$ cat src/source/lz_pkg.sv
`default_nettype none

package lz_pkg;

    localparam int JOB_LEN              = 256;
    localparam int JOB_LEN_LOG2         = 8;
    localparam int LAZY_LEN             = 4;
    localparam int LAZY_LOG2            = 2;
    localparam int MATCH_LEN_WIDTH      = 10;
    localparam int SEQ_OFFSET_BITS      = 16;
    localparam int SEQ_OFFSET_BITS_LOG2 = 5;
    localparam int GAIN_BITS            = 12;  // signed, 4*len plus bonus
    localparam int SEQ_LL_BITS          = 10;
    localparam int SEQ_ML_BITS          = 10;
    localparam int PIPE_LATENCY         = 2 + LAZY_LOG2 + 1;
    localparam int SEQ_QUEUE_DEPTH      = 4;  // power of two

    typedef struct packed {
        logic [SEQ_LL_BITS-1:0]     ll;
        logic [SEQ_ML_BITS-1:0]     ml;
        logic [SEQ_OFFSET_BITS-1:0] offset;
        logic                       delim;
        logic                       eoj;
        logic [SEQ_ML_BITS-1:0]     overlap_len;  // bytes spilling into next job
    } seq_t;

endpackage

`default_nettype wire

$ cat src/source/priority_encoder.sv
`timescale 1ns/1ps
`default_nettype none

module priority_encoder #(
    parameter int WIDTH = 16
) (
    input  logic [WIDTH-1:0]         i_vec,
    output logic                     o_valid,
    output logic [$clog2(WIDTH)-1:0] o_index
);

    always_comb begin
        o_valid = |i_vec;
        o_index = '0;
        // scan downwards so the lowest set bit is written last
        for (int i = WIDTH - 1; i >= 0; i--) begin
            if (i_vec[i]) begin
                o_index = $clog2(WIDTH)'(i);
            end
        end
    end

endmodule

`default_nettype wire

$ cat src/source/lazy_summary_pipeline.sv
`timescale 1ns/1ps
`default_nettype none

module lazy_summary_pipeline import lz_pkg::*; (
    input  logic                                clk,
    input  logic                                i_rst_n,
    input  logic                                i_match_done,
    input  logic [JOB_LEN_LOG2-1:0]             i_match_head_ptr,
    input  logic [JOB_LEN_LOG2-1:0]             i_seq_head_ptr,
    input  logic                                i_delim,
    input  logic [LAZY_LEN-1:0]                 i_match_valid,
    input  logic [LAZY_LEN*MATCH_LEN_WIDTH-1:0] i_match_len,
    input  logic [LAZY_LEN*SEQ_OFFSET_BITS-1:0] i_offset,
    output logic                                o_summary_done,
    output logic [JOB_LEN_LOG2-1:0]             o_seq_head_ptr,
    output logic [SEQ_LL_BITS-1:0]              o_summary_ll,
    output logic [SEQ_ML_BITS-1:0]              o_summary_ml,
    output logic [SEQ_OFFSET_BITS-1:0]          o_summary_offset,
    output logic                                o_summary_delim,
    output logic                                o_summary_eoj,
    output logic [SEQ_ML_BITS-1:0]              o_summary_overlap_len,
    output logic                                o_move_to_next_job,
    output logic [MATCH_LEN_WIDTH-1:0]          o_move_forward
);

    logic [SEQ_OFFSET_BITS-1:0]         rev_off  [LAZY_LEN];
    logic                               enc_valid[LAZY_LEN];
    logic [$clog2(SEQ_OFFSET_BITS)-1:0] enc_idx  [LAZY_LEN];
    logic [SEQ_OFFSET_BITS_LOG2-1:0]    off_bits [LAZY_LEN];

    for (genvar g = 0; g < LAZY_LEN; g++) begin : g_bits
        assign rev_off[g] = {<<{i_offset[g*SEQ_OFFSET_BITS +: SEQ_OFFSET_BITS]}};

        priority_encoder #(.WIDTH(SEQ_OFFSET_BITS)) u_enc (
            .i_vec   (rev_off[g]),
            .o_valid (enc_valid[g]),
            .o_index (enc_idx[g])
        );

        // lowest bit of reversed offset gives msb position
        assign off_bits[g] = enc_valid[g] ?
            SEQ_OFFSET_BITS_LOG2'(SEQ_OFFSET_BITS - int'(enc_idx[g])) : '0;
    end

    logic [PIPE_LATENCY-1:0] done_sr;

    always_ff @(posedge clk) begin
        if (!i_rst_n) begin
            done_sr <= '0;
        end else begin
            done_sr <= {done_sr[PIPE_LATENCY-2:0], i_match_done};
        end
    end

    assign o_summary_done = done_sr[PIPE_LATENCY-1];

    logic [JOB_LEN_LOG2-1:0]         s0_head;
    logic                            s0_delim;
    logic [LAZY_LEN-1:0]             s0_valid;
    logic [JOB_LEN_LOG2:0]           s0_ll   [LAZY_LEN];
    logic [MATCH_LEN_WIDTH-1:0]      s0_len  [LAZY_LEN];
    logic [SEQ_OFFSET_BITS-1:0]      s0_off  [LAZY_LEN];
    logic [SEQ_OFFSET_BITS_LOG2-1:0] s0_bits [LAZY_LEN];
    logic signed [GAIN_BITS-1:0]     s0_pgain[LAZY_LEN];

    always_ff @(posedge clk) begin
        s0_head  <= i_seq_head_ptr;
        s0_delim <= i_delim;
        s0_valid <= i_match_valid;
        for (int i = 0; i < LAZY_LEN; i++) begin
            s0_ll[i]    <= {1'b0, i_match_head_ptr} - {1'b0, i_seq_head_ptr}
                           + (JOB_LEN_LOG2+1)'(i);
            s0_len[i]   <= i_match_len[i*MATCH_LEN_WIDTH +: MATCH_LEN_WIDTH];
            s0_off[i]   <= i_offset[i*SEQ_OFFSET_BITS +: SEQ_OFFSET_BITS];
            s0_bits[i]  <= off_bits[i];
            s0_pgain[i] <= GAIN_BITS'({i_match_len[i*MATCH_LEN_WIDTH +: MATCH_LEN_WIDTH], 2'b00})
                           + GAIN_BITS'(4 * (LAZY_LEN - i));  // lazy bonus
        end
    end

    // level 0 is stage 1, level LAZY_LOG2 holds the winner at index 0
    logic [JOB_LEN_LOG2-1:0]     lv_head [LAZY_LOG2+1];
    logic                        lv_delim[LAZY_LOG2+1];
    logic [JOB_LEN_LOG2:0]       lv_ll   [LAZY_LOG2+1][LAZY_LEN];
    logic [MATCH_LEN_WIDTH-1:0]  lv_ml   [LAZY_LOG2+1][LAZY_LEN];
    logic [SEQ_OFFSET_BITS-1:0]  lv_off  [LAZY_LOG2+1][LAZY_LEN];
    logic signed [GAIN_BITS-1:0] lv_gain [LAZY_LOG2+1][LAZY_LEN];
    logic [MATCH_LEN_WIDTH-1:0]  lv_mf   [LAZY_LOG2+1][LAZY_LEN];

    always_ff @(posedge clk) begin
        lv_head[0]  <= s0_head;
        lv_delim[0] <= s0_delim;
        for (int i = 0; i < LAZY_LEN; i++) begin
            lv_ll[0][i]   <= s0_ll[i];
            lv_ml[0][i]   <= s0_len[i];
            lv_off[0][i]  <= s0_off[i];
            lv_gain[0][i] <= s0_valid[i] ? s0_pgain[i] - GAIN_BITS'(s0_bits[i])
                                         : -GAIN_BITS'(SEQ_OFFSET_BITS + 1);
            lv_mf[0][i]   <= s0_len[i] + MATCH_LEN_WIDTH'(s0_ll[i]);
        end
    end

    always_ff @(posedge clk) begin
        logic hi;
        for (int l = 0; l < LAZY_LOG2; l++) begin
            lv_head[l+1]  <= lv_head[l];
            lv_delim[l+1] <= lv_delim[l];
            for (int n = 0; n < (LAZY_LEN >> (l + 1)); n++) begin
                hi = !(lv_gain[l][2*n] > lv_gain[l][2*n+1]);  // ties go high
                lv_ll[l+1][n]   <= lv_ll[l][2*n + int'(hi)];
                lv_ml[l+1][n]   <= lv_ml[l][2*n + int'(hi)];
                lv_off[l+1][n]  <= lv_off[l][2*n + int'(hi)];
                lv_gain[l+1][n] <= lv_gain[l][2*n + int'(hi)];
                lv_mf[l+1][n]   <= lv_mf[l][2*n + int'(hi)];
            end
        end
    end

    logic [MATCH_LEN_WIDTH+1:0] ovl_sum;
    logic                       ovl_neg;

    assign ovl_sum = {2'b00, lv_mf[LAZY_LOG2][0]} + (MATCH_LEN_WIDTH+2)'(lv_head[LAZY_LOG2])
                     - (MATCH_LEN_WIDTH+2)'(JOB_LEN);
    assign ovl_neg = ovl_sum[MATCH_LEN_WIDTH+1];  // still inside this job

    always_ff @(posedge clk) begin
        o_seq_head_ptr     <= lv_head[LAZY_LOG2];
        o_summary_delim    <= lv_delim[LAZY_LOG2];
        o_summary_eoj      <= !ovl_neg;
        o_move_to_next_job <= !ovl_neg;
        o_move_forward     <= ovl_neg ? lv_mf[LAZY_LOG2][0] : '0;
        if (!ovl_neg && lv_delim[LAZY_LOG2]) begin  // flush trailing literals
            o_summary_ll          <= SEQ_LL_BITS'(JOB_LEN) - SEQ_LL_BITS'(lv_head[LAZY_LOG2]);
            o_summary_ml          <= '0;
            o_summary_offset      <= '0;
            o_summary_overlap_len <= '0;
        end else begin
            o_summary_ll          <= SEQ_LL_BITS'(lv_ll[LAZY_LOG2][0]);
            o_summary_ml          <= lv_ml[LAZY_LOG2][0];
            o_summary_offset      <= lv_off[LAZY_LOG2][0];
            o_summary_overlap_len <= ovl_neg ? '0 : ovl_sum[SEQ_ML_BITS-1:0];
        end
    end

endmodule

`default_nettype wire

$ cat src/source/seq_scheduler.sv
`timescale 1ns/1ps
`default_nettype none

module seq_scheduler import lz_pkg::*; (
    input  logic                                clk,
    input  logic                                i_rst_n,
    input  logic                                i_cand_req,
    input  logic [JOB_LEN_LOG2-1:0]             i_cand_match_head,
    input  logic                                i_cand_delim,
    input  logic [LAZY_LEN-1:0]                 i_cand_valid,
    input  logic [LAZY_LEN*MATCH_LEN_WIDTH-1:0] i_cand_len,
    input  logic [LAZY_LEN*SEQ_OFFSET_BITS-1:0] i_cand_offset,
    input  logic                                i_summary_done,
    input  logic [JOB_LEN_LOG2-1:0]             i_summary_seq_head_ptr,
    input  logic [SEQ_LL_BITS-1:0]              i_summary_ll,
    input  logic [SEQ_ML_BITS-1:0]              i_summary_ml,
    input  logic [SEQ_OFFSET_BITS-1:0]          i_summary_offset,
    input  logic                                i_summary_delim,
    input  logic                                i_summary_eoj,
    input  logic [SEQ_ML_BITS-1:0]              i_summary_overlap_len,
    input  logic                                i_move_to_next_job,
    input  logic [MATCH_LEN_WIDTH-1:0]          i_move_forward,
    input  logic                                i_queue_full,
    output logic                                o_cand_ack,
    output logic                                o_match_done,
    output logic [JOB_LEN_LOG2-1:0]             o_seq_head_ptr,
    output logic [JOB_LEN_LOG2-1:0]             o_match_head_ptr,
    output logic                                o_delim,
    output logic [LAZY_LEN-1:0]                 o_match_valid,
    output logic [LAZY_LEN*MATCH_LEN_WIDTH-1:0] o_match_len,
    output logic [LAZY_LEN*SEQ_OFFSET_BITS-1:0] o_offset,
    output logic                                o_push,
    output seq_t                                o_push_seq
);

    typedef enum logic [2:0] {
        ST_IDLE,
        ST_ISSUE,
        ST_WAIT_SUM,
        ST_ACK,
        ST_REQ_LOW
    } state_t;

    state_t state;

    always_ff @(posedge clk) begin
        if (!i_rst_n) begin
            state          <= ST_IDLE;
            o_seq_head_ptr <= '0;
        end else begin
            case (state)
                ST_IDLE:     if (i_cand_req) state <= ST_ISSUE;
                ST_ISSUE:    if (!i_queue_full) state <= ST_WAIT_SUM;  // hold off while full
                ST_WAIT_SUM: begin
                    if (i_summary_done) begin
                        state <= ST_ACK;
                        if (i_move_to_next_job) begin
                            o_seq_head_ptr <= i_summary_overlap_len[JOB_LEN_LOG2-1:0];
                        end else begin
                            o_seq_head_ptr <= i_summary_seq_head_ptr
                                              + i_move_forward[JOB_LEN_LOG2-1:0];
                        end
                    end
                end
                ST_ACK:      state <= ST_REQ_LOW;
                ST_REQ_LOW:  if (!i_cand_req) state <= ST_IDLE;
                default:     state <= ST_IDLE;
            endcase
        end
    end

    always_ff @(posedge clk) begin
        if (state == ST_IDLE && i_cand_req) begin
            o_match_head_ptr <= i_cand_match_head;
            o_delim          <= i_cand_delim;
            o_match_valid    <= i_cand_valid;
            o_match_len      <= i_cand_len;
            o_offset         <= i_cand_offset;
        end
        if (i_summary_done) begin
            o_push_seq <= '{ll: i_summary_ll, ml: i_summary_ml, offset: i_summary_offset,
                            delim: i_summary_delim, eoj: i_summary_eoj,
                            overlap_len: i_summary_overlap_len};
        end
    end

    assign o_match_done = (state == ST_ISSUE) && !i_queue_full;
    assign o_push       = (state == ST_ACK);
    assign o_cand_ack   = (state == ST_ACK) || (state == ST_REQ_LOW);

endmodule

`default_nettype wire

$ cat src/source/seq_out_queue.sv
`timescale 1ns/1ps
`default_nettype none

module seq_out_queue import lz_pkg::*; (
    input  logic clk,
    input  logic i_rst_n,
    input  logic i_push,
    input  seq_t i_push_seq,
    input  logic i_seq_ack,
    output logic o_full,
    output logic o_seq_req,
    output seq_t o_seq
);

    seq_t                                 mem [SEQ_QUEUE_DEPTH];
    logic [$clog2(SEQ_QUEUE_DEPTH)-1:0]   wr_ptr;
    logic [$clog2(SEQ_QUEUE_DEPTH)-1:0]   rd_ptr;
    logic [$clog2(SEQ_QUEUE_DEPTH+1)-1:0] count;
    logic                                 pop;

    assign pop    = o_seq_req && i_seq_ack;  // ack high seen, entry taken
    assign o_full = (count == SEQ_QUEUE_DEPTH);
    assign o_seq  = mem[rd_ptr];

    always_ff @(posedge clk) begin
        if (i_push) begin
            mem[wr_ptr] <= i_push_seq;
        end
    end

    always_ff @(posedge clk) begin
        if (!i_rst_n) begin
            wr_ptr    <= '0;
            rd_ptr    <= '0;
            count     <= '0;
            o_seq_req <= 1'b0;
        end else begin
            if (i_push) begin
                wr_ptr <= wr_ptr + 1'b1;
            end
            if (pop) begin
                rd_ptr <= rd_ptr + 1'b1;
            end
            case ({i_push, pop})
                2'b10:   count <= count + 1'b1;
                2'b01:   count <= count - 1'b1;
                default: count <= count;
            endcase

            // next req waits for ack to fall
            if (pop) begin
                o_seq_req <= 1'b0;
            end else if (!o_seq_req && !i_seq_ack && (count != 0 || i_push)) begin
                o_seq_req <= 1'b1;
            end
        end
    end

endmodule

`default_nettype wire

$ cat src/source/lazy_match_top.sv
`timescale 1ns/1ps
`default_nettype none

module lazy_match_top import lz_pkg::*; (
    input  logic                                clk,
    input  logic                                i_rst_n,
    input  logic                                i_cand_req,
    input  logic [JOB_LEN_LOG2-1:0]             i_cand_match_head,
    input  logic                                i_cand_delim,
    input  logic [LAZY_LEN-1:0]                 i_cand_valid,
    input  logic [LAZY_LEN*MATCH_LEN_WIDTH-1:0] i_cand_len,
    input  logic [LAZY_LEN*SEQ_OFFSET_BITS-1:0] i_cand_offset,
    output logic                                o_cand_ack,
    output logic                                o_seq_req,
    output seq_t                                o_seq,
    input  logic                                i_seq_ack
);

    logic                                match_done;
    logic [JOB_LEN_LOG2-1:0]             seq_head_ptr;
    logic [JOB_LEN_LOG2-1:0]             match_head_ptr;
    logic                                delim;
    logic [LAZY_LEN-1:0]                 match_valid;
    logic [LAZY_LEN*MATCH_LEN_WIDTH-1:0] match_len;
    logic [LAZY_LEN*SEQ_OFFSET_BITS-1:0] offset;
    logic                                sum_done;
    logic [JOB_LEN_LOG2-1:0]             sum_head_ptr;
    logic [SEQ_LL_BITS-1:0]              sum_ll;
    logic [SEQ_ML_BITS-1:0]              sum_ml;
    logic [SEQ_OFFSET_BITS-1:0]          sum_offset;
    logic                                sum_delim;
    logic                                sum_eoj;
    logic [SEQ_ML_BITS-1:0]              sum_overlap_len;
    logic                                move_to_next_job;
    logic [MATCH_LEN_WIDTH-1:0]          move_forward;
    logic                                queue_full;
    logic                                push;
    seq_t                                push_seq;

    seq_scheduler u_sched (
        .clk(clk), .i_rst_n(i_rst_n),
        .i_cand_req(i_cand_req), .i_cand_match_head(i_cand_match_head),
        .i_cand_delim(i_cand_delim), .i_cand_valid(i_cand_valid),
        .i_cand_len(i_cand_len), .i_cand_offset(i_cand_offset),
        .i_summary_done(sum_done), .i_summary_seq_head_ptr(sum_head_ptr),
        .i_summary_ll(sum_ll), .i_summary_ml(sum_ml), .i_summary_offset(sum_offset),
        .i_summary_delim(sum_delim), .i_summary_eoj(sum_eoj),
        .i_summary_overlap_len(sum_overlap_len), .i_move_to_next_job(move_to_next_job),
        .i_move_forward(move_forward), .i_queue_full(queue_full),
        .o_cand_ack(o_cand_ack), .o_match_done(match_done), .o_seq_head_ptr(seq_head_ptr),
        .o_match_head_ptr(match_head_ptr), .o_delim(delim), .o_match_valid(match_valid),
        .o_match_len(match_len), .o_offset(offset), .o_push(push), .o_push_seq(push_seq)
    );

    lazy_summary_pipeline u_pipe (
        .clk(clk), .i_rst_n(i_rst_n),
        .i_match_done(match_done), .i_match_head_ptr(match_head_ptr),
        .i_seq_head_ptr(seq_head_ptr), .i_delim(delim), .i_match_valid(match_valid),
        .i_match_len(match_len), .i_offset(offset),
        .o_summary_done(sum_done), .o_seq_head_ptr(sum_head_ptr),
        .o_summary_ll(sum_ll), .o_summary_ml(sum_ml), .o_summary_offset(sum_offset),
        .o_summary_delim(sum_delim), .o_summary_eoj(sum_eoj),
        .o_summary_overlap_len(sum_overlap_len), .o_move_to_next_job(move_to_next_job),
        .o_move_forward(move_forward)
    );

    seq_out_queue u_queue (
        .clk(clk), .i_rst_n(i_rst_n),
        .i_push(push), .i_push_seq(push_seq), .i_seq_ack(i_seq_ack),
        .o_full(queue_full), .o_seq_req(o_seq_req), .o_seq(o_seq)
    );

endmodule

`default_nettype wire

$ cat config.mk
export PLATFORM = sky130hd
export DESIGN_NAME = lazy_match_top
export DESIGN_NICKNAME = d
export VERILOG_FILES = /design/src/source/lz_pkg.sv /design/src/source/priority_encoder.sv /design/src/source/lazy_summary_pipeline.sv /design/src/source/seq_scheduler.sv /design/src/source/seq_out_queue.sv /design/src/source/lazy_match_top.sv
export SDC_FILE = /design/constraint.sdc
export NUM_CORES = 1
export LEC_CHECK = 0
export BUFFER_PORTS_ARGS = -buffer_cell sky130_fd_sc_hd__buf_2
export CAP_MARGIN = 20
export CORE_MARGIN = 3
export CORE_UTILIZATION = 60
export DETAILED_ROUTE_END_ITERATION = 7
export PLACE_DENSITY_LB_ADDON = 0.2
export SLEW_MARGIN = 20
export SYNTH_ARGS = -nofsm -noshare
export SYNTH_HDL_FRONTEND = slang
export SYNTH_SLANG_ARGS = --single-unit
export TNS_END_PERCENT = 10
$ cat constraint.sdc
create_clock -name clk -period 11.8 [get_ports clk]
set_input_delay 0.59 -clock clk [delete_from_list [all_inputs] [get_ports clk]]
set_output_delay 0.59 -clock clk [all_outputs]
set_load 0.03 [all_outputs]
# --- Yosys cells after proc, flatten, opt, wreduce, memory -nomap -nowiden ---
# Memory sizes are Yosys's and may differ from the RTL's. A register that Yosys moved wholly into a read port is not among the register bits.
# Index checks and enable logic that the tools add are counted.
totals:
  wordCells: 246
  out_inout_bits: 50
  ramBits: 1111
  reg_bits: 240
  in_bits: 121
  mem_count: 13
mem_list:
  columns: ["name", "depth", "word_bits", "read_ports", "rd_ports_with_merged_regs", "write_ports", "line", "rtl"]
  rows:
  - ["u_pipe.lv_off", 3, 64, 3, 1, 3, "lazy_summary_pipeline.sv:86", "logic [SEQ_OFFSET_BITS-1:0] lv_off [LAZY_LOG2+1][LAZY_LEN];"]
  - ["u_queue.mem", 4, 48, 1, 1, 1, "seq_out_queue.sv:15", "seq_t mem [SEQ_QUEUE_DEPTH];"]
  - ["u_pipe.lv_gain", 3, 48, 2, 0, 3, "lazy_summary_pipeline.sv:87", "logic signed [GAIN_BITS-1:0] lv_gain [LAZY_LOG2+1][LAZY_LEN];"]
  - ["u_pipe.lv_mf", 3, 40, 3, 0, 3, "lazy_summary_pipeline.sv:88", "logic [MATCH_LEN_WIDTH-1:0] lv_mf [LAZY_LOG2+1][LAZY_LEN];"]
  - ["u_pipe.lv_ml", 3, 40, 3, 1, 3, "lazy_summary_pipeline.sv:85", "logic [MATCH_LEN_WIDTH-1:0] lv_ml [LAZY_LOG2+1][LAZY_LEN];"]
  - ["u_pipe.lv_ll", 3, 36, 3, 0, 3, "lazy_summary_pipeline.sv:84", "logic [JOB_LEN_LOG2:0] lv_ll [LAZY_LOG2+1][LAZY_LEN];"]
  - ["+7 memories", null, null, null, null, null, null, null]
classes:
  n_lt_le_gt_ge: 6
  add_sub_neg: 29
  n_eq_ne: 11
  n_mux: 129
  n_bitwise: 4
  n_reduce_logical: 26
ops:
  columns: ["op", "count"]
  rows:
  - ["$mux W4", 64]
  - ["$bmux W10 S2", 6]
  - ["$mux W10", 12]
  - ["$mux W12", 10]
  - ["$bmux W16 S2", 3]
  - ["$ge A32 B3 Y1 const B", 3]
  - ["$mux W16", 6]
  - ["$bmux W12 S2", 3]
  - ["$not A1 Y32", 2]
  - ["$reduce_or A16 Y1", 4]
  - ["$mux W9", 7]
  - ["$bmux W9 S2", 3]
  - ["$sub A12 B5 Y12", 4]
  - ["$add A10 B9 Y10", 4]
  - ["$gt A12 B12 Y1", 3]
  - ["$not A32 Y32", 1]
  - ["$add A12 B4 Y12 const B", 2]
  - ["$mux W5", 4]
  - ["$sub A5 B4 Y5 const A", 4]
  - ["$add A9 B2 Y9 const B", 2]
  - ["$pmux W3 S5", 1]
  - ["$add A12 B3 Y12 const B", 1]
  - ["$add A12 B5 Y12 const B", 1]
  - ["$mux W3", 4]
  - ["other kinds (31)", 51]

# --- Depth between registers and ports, before layout ---
logic_depth:
  ltp_word: 18
  depth_mapped: 11
  depth_no_buf: 11

# --- By module ---
# From an unflattened synthesis, not the netlist that was laid out.
hier_totals:
  hier_cells: 2432
  area_unflattened_um2: 35776.8
modules_own_cells:
  columns: ["module", "cells_per_inst", "n_inst", "seq_area_each_um2", "area_each_um2"]
  rows:
  - ["lazy_summary_pipeline", 1725, 1, 13813.2, 21857.2]
  - ["seq_out_queue", 296, 1, 5965.7, 7399.6]
  - ["seq_scheduler", 275, 1, 5175.0, 5814.3]
  - ["priority_encoder", 34, 4, 0.0, 176.4]

# --- Worst setup path before layout ---
# No wires, ideal clock.
synth_timing:
  path_type: "input-to-reg"
  start: "input i_cand_req"
  end: "register u_sched.o_delim (enable)"
  required_time_ps: 11064
  setup_time_ps: 736
  arrival_time_ps: 8562
  stages: 2
  path_buffers: 0
  setup_slack_ps: 2502
  path_cell_list: "nand2_1 -> nor3_1"
synth_via:
  elab_chain_cells: 1
synth_lines:
  columns: ["item", "line", "rtl"]
  rows:
  - ["start: declaration", "lazy_match_top.sv:7", "input logic i_cand_req,"]
  - ["$logic_and A1 B1 Y1", "seq_scheduler.sv:73", "if (state == ST_IDLE && i_cand_req) begin"]
  - ["end signal: assignment", "seq_scheduler.sv:75", "o_delim <= i_cand_delim;"]
  - ["end: declaration", "seq_scheduler.sv:28", "output logic o_delim,"]
# Every way passes these cells.
# A chain may end at the register's enable or synchronous reset.

==> flow_summary.ini <==
[setup_path]
crit_type = reg -> reg
path_cells = ha_1 > a21o_1 > a21oi_2 > nor2b_1 > o32a_4 > a2111oi_4 > nand2b_2 > mux2_2
r2r_cells = 8
end_kind = flop
cp_data_required_time_ps = 12310
r2r_slack_ps = 8560
r2r_end = u_pipe.o_summary_ll[3]
crit_path_start_kind = flop
critPathMaxStageDelay_ps = 630
r2r_start = u_pipe.lv_mf[0][111]
crit_arrival_ps = 3750
cp_max_fo = 35
crit_slowest_cell = nand2b_2

[clock_tree]
clock-sinks = 1061
h-tree-depth = 3
cts_resized = 0
clock_latency_ps = 630
cts_root_buffer = clkbuf_16
clkTransAtPathRegs_ps = 60
cts-buffers-inserted = 97
cts_setup_buffers = 0
cts_hold_buf = 0
cts_max_path_buffers = 3
cts_tree = done

[final_layout]
drive_gt1_share_pct = 21.0
syn2layout_area_growth_pct = 14.4
final_nets = 2877
final_cell_area_mm2 = 0.0400

[floorplanning]
rows = 87
start_util_pct = 61.4
fp.dieH_um = 248
pin_count = 171
die-area_mm2 = 0.0613
die_w_um = 248
core_mm2 = 0.0570

[synth]
synth_area_mm2 = 0.0350
synth_edf_count = 352
synth.distinct_cells = 61
async_flop_share_pct = 0
synth_flop_cell = dfxtp_1
yosysWarnings = 0
yosysSeqAreaShare_pct = 70.7
yosysTopAreaCell = dfxtp_1
syn-num-nets = 2639
synth_top_area_share_pct = 40.5
syn_area_per_cell_um2 = 14.7
ys_top_cells_by_area = dfxtp_1 (41%), edfxtp_1 (30%), mux2_2 (5.3%)
synthCells = 2381
ys_seq_elements = 1061

[sta]
min_period_over_period_pct = 27.5
worst_pin_slew_ps = 1020
final.min_clock_period_ps = 3240
final_hold_viol_count = 0
setup_viol = 0
setup-tns-final_ps = 0
clock.fmax_mhz = 308
worst_clock_skew_ps = 17.6
maxSlewViolCount = 0
rsz0062_at_grt = no
slew_headroom_pct = 31.8

[grt]
grt_util_all_layers_pct = 21.7
grt_pass1_vias = 18535
grt_max_degree = 70
antenna_found_initial = 2
grt_pass1_wl_um = 102000
overflow = 0

[detailed_routing]
drt_iter0_markers = 1073
routedWlPerCell_um = 19.1
dr.pass1.iters = 5
vias = 18234
ant_nets = 0
vias_per_cell = 5.28
finalWirelength_um = 65900
drcViolationCount = 0

[place]
io_buffers = 169
gp_congestion = 0.882
post-dp-hpwl_um = 45900
dpl_cell_area_mm2 = 0.0367

[pwr]
p_leak_nw = 15.9
p_per_area_mw_per_mm2 = 223
irDropWorstVdd_mv = 0.141

[hold_path]
min_from = i_seq_ack
whs_path_depth = 2
hold_end = u_queue.o_seq_req
min_path_type = in -> reg

[flow_run]
maxCapViolCount = 0

[run_status]
run_status = finished clean
[Yosys cell counts, drive strengths merged, types with 3 or more instances]
library cell / instances
nor3b: 8
mux4: 47
a311oi: 3
xnor2: 86
a21oi: 76
a211oi: 8
edfxtp: 352
a21boi: 5
or3: 6
nor2b: 28
nand2b: 24
o21ai: 67
dfxtp: 709
o32ai: 4
nand4: 5
o31ai: 12
nor4: 25
fa: 8
a21o: 23
and2: 51
and3: 15
o211ai: 5
mux2: 168
inv: 141
ha: 129
xor2: 44
buf: 18
o21a: 22
nor3: 24
nand3: 30
and4: 3
nand2: 71
clkbuf: 24
o31a: 4
a41oi: 5
nor2: 102
or4: 4
[per-layer routing]
metal | track usage (%) | vias to the layer above | share of wire (%)
met3 | 3.49 | 87 | 5.1
met1 | 30.5 | 8842 | 46
met4 | 6.95 | 0 | 2.3
met5 | 0 | - | 0
met2 | 35.0 | 431 | 47
li1 | - | 8874 | -
[cells by family after synthesis]
logic type / synth area share (%)
xor+xnor: 3.25
other cells: 0.0107
compound gates: 4.45
buf+inv: 2.06
flops: 70.7
mux: 8.53
fa+ha+maj: 5.07
simple gates: 5.90
[cell type report]
type | instances | area [µm²]
clock inverters | 25 | 272
diodes | 1 | 2.50
inverters | 142 | 533
clock buffers | 152 | 3020
fillers | 3817 | 17000
flip-flops and latches | 1061 | 24800
well taps | 756 | 946
repair buffers | 181 | 936
multi-input cells | 1136 | 9560
[power breakdown]
part	total (W)	internal, W	switching, W
Combinational	0.00120	0.000600	0.000601
Sequential	0.00460	0.00434	0.000263
Clock	0.00314	0.00187	0.00127
[flip-flops by register name, summed over array words and instances (netlist names), 34 cells and up, named ones only]
register             cells
u_pipe.lv_ll            61
u_sched.o_match_len     40
u_sched.o_push_seq      47
u_pipe.lv_mf            70
u_queue.mem            188
u_pipe.s0_off           64
u_sched.o_offset        64
u_pipe.lv_ml            70
u_pipe.lv_off          112
u_pipe.s0_ll            34
u_pipe.s0_len           40
u_pipe.s0_pgain         37
u_pipe.lv_gain          72
[cell usage in the layout (no fill, tap or decap), types with 15 or more instances in the layout]
| master | synthesis | layout |
|---|---|---|
| nand3_1 | 30 | 30 |
| nand2b_1 | 24 | 23 |
| inv_1 | 141 | 143 |
| o21a_1 | 22 | 22 |
| xor2_1 | 44 | 44 |
| a21o_1 | 23 | 23 |
| mux2_2 | 164 | 164 |
| nor2b_1 | 28 | 28 |
| edfxtp_1 | 352 | 352 |
| ha_1 | 129 | 129 |
| xnor2_1 | 86 | 86 |
| a21oi_1 | 75 | 75 |
| buf_2 | 7 | 169 |
| dfxtp_1 | 709 | 706 |
| clkbuf_8 | 0 | 21 |
| and2_1 | 51 | 47 |
| nand2_1 | 71 | 71 |
| clkbuf_1 | 24 | 22 |
| clkbuf_16 | 0 | 105 |
| o21ai_0 | 67 | 67 |
| nor4_1 | 25 | 25 |
| and3_1 | 15 | 15 |
| mux4_2 | 47 | 47 |
| nor3_1 | 24 | 22 |
| nor2_1 | 102 | 102 |
[worst max path at each step]
stage                               start  slack (ps)                      to
floorplan                      i_cand_req        2500         u_sched.o_delim
global placement    u_pipe.lv_head[0][17]        8250  u_pipe.o_summary_ll[0]
detailed placement   u_pipe.lv_mf[0][111]        8170  u_pipe.o_summary_ll[3]
CTS                  u_pipe.lv_mf[0][111]        8180  u_pipe.o_summary_ll[3]
global route        u_pipe.lv_head[0][18]        8390  u_pipe.o_summary_ll[3]
finish               u_pipe.lv_mf[0][111]        8560  u_pipe.o_summary_ll[3]
[worst max-delay path, delay by kind of cell, from the launching register on]
| kind | cells | cell delay, ps |
|---|---|---|
| AOI/OAI and AO/OA | 4 | 1380 |
| and+or+nand+nor | 2 | 730 |
| muxes | 1 | 400 |
| DFF | 1 | 320 |
| adders and majority gates | 1 | 290 |
[metrics by stage]
stage	setup slack [ps]	utilization, %	std cells	power [W]	hold slack [ps]
after floorplan	2500	-	2381	0.00547	310
after global placement	8250	64.4	3276	0.00583	311
after detailed placement	8170	64.4	3276	0.00587	312
after CTS	8180	70.2	3453	0.00902	86.2
after global routing	8390	70.2	3453	0.00933	105
final	8560	70.2	3454	0.00895	126
Note: power is estimated with default switching activity, not from simulation.
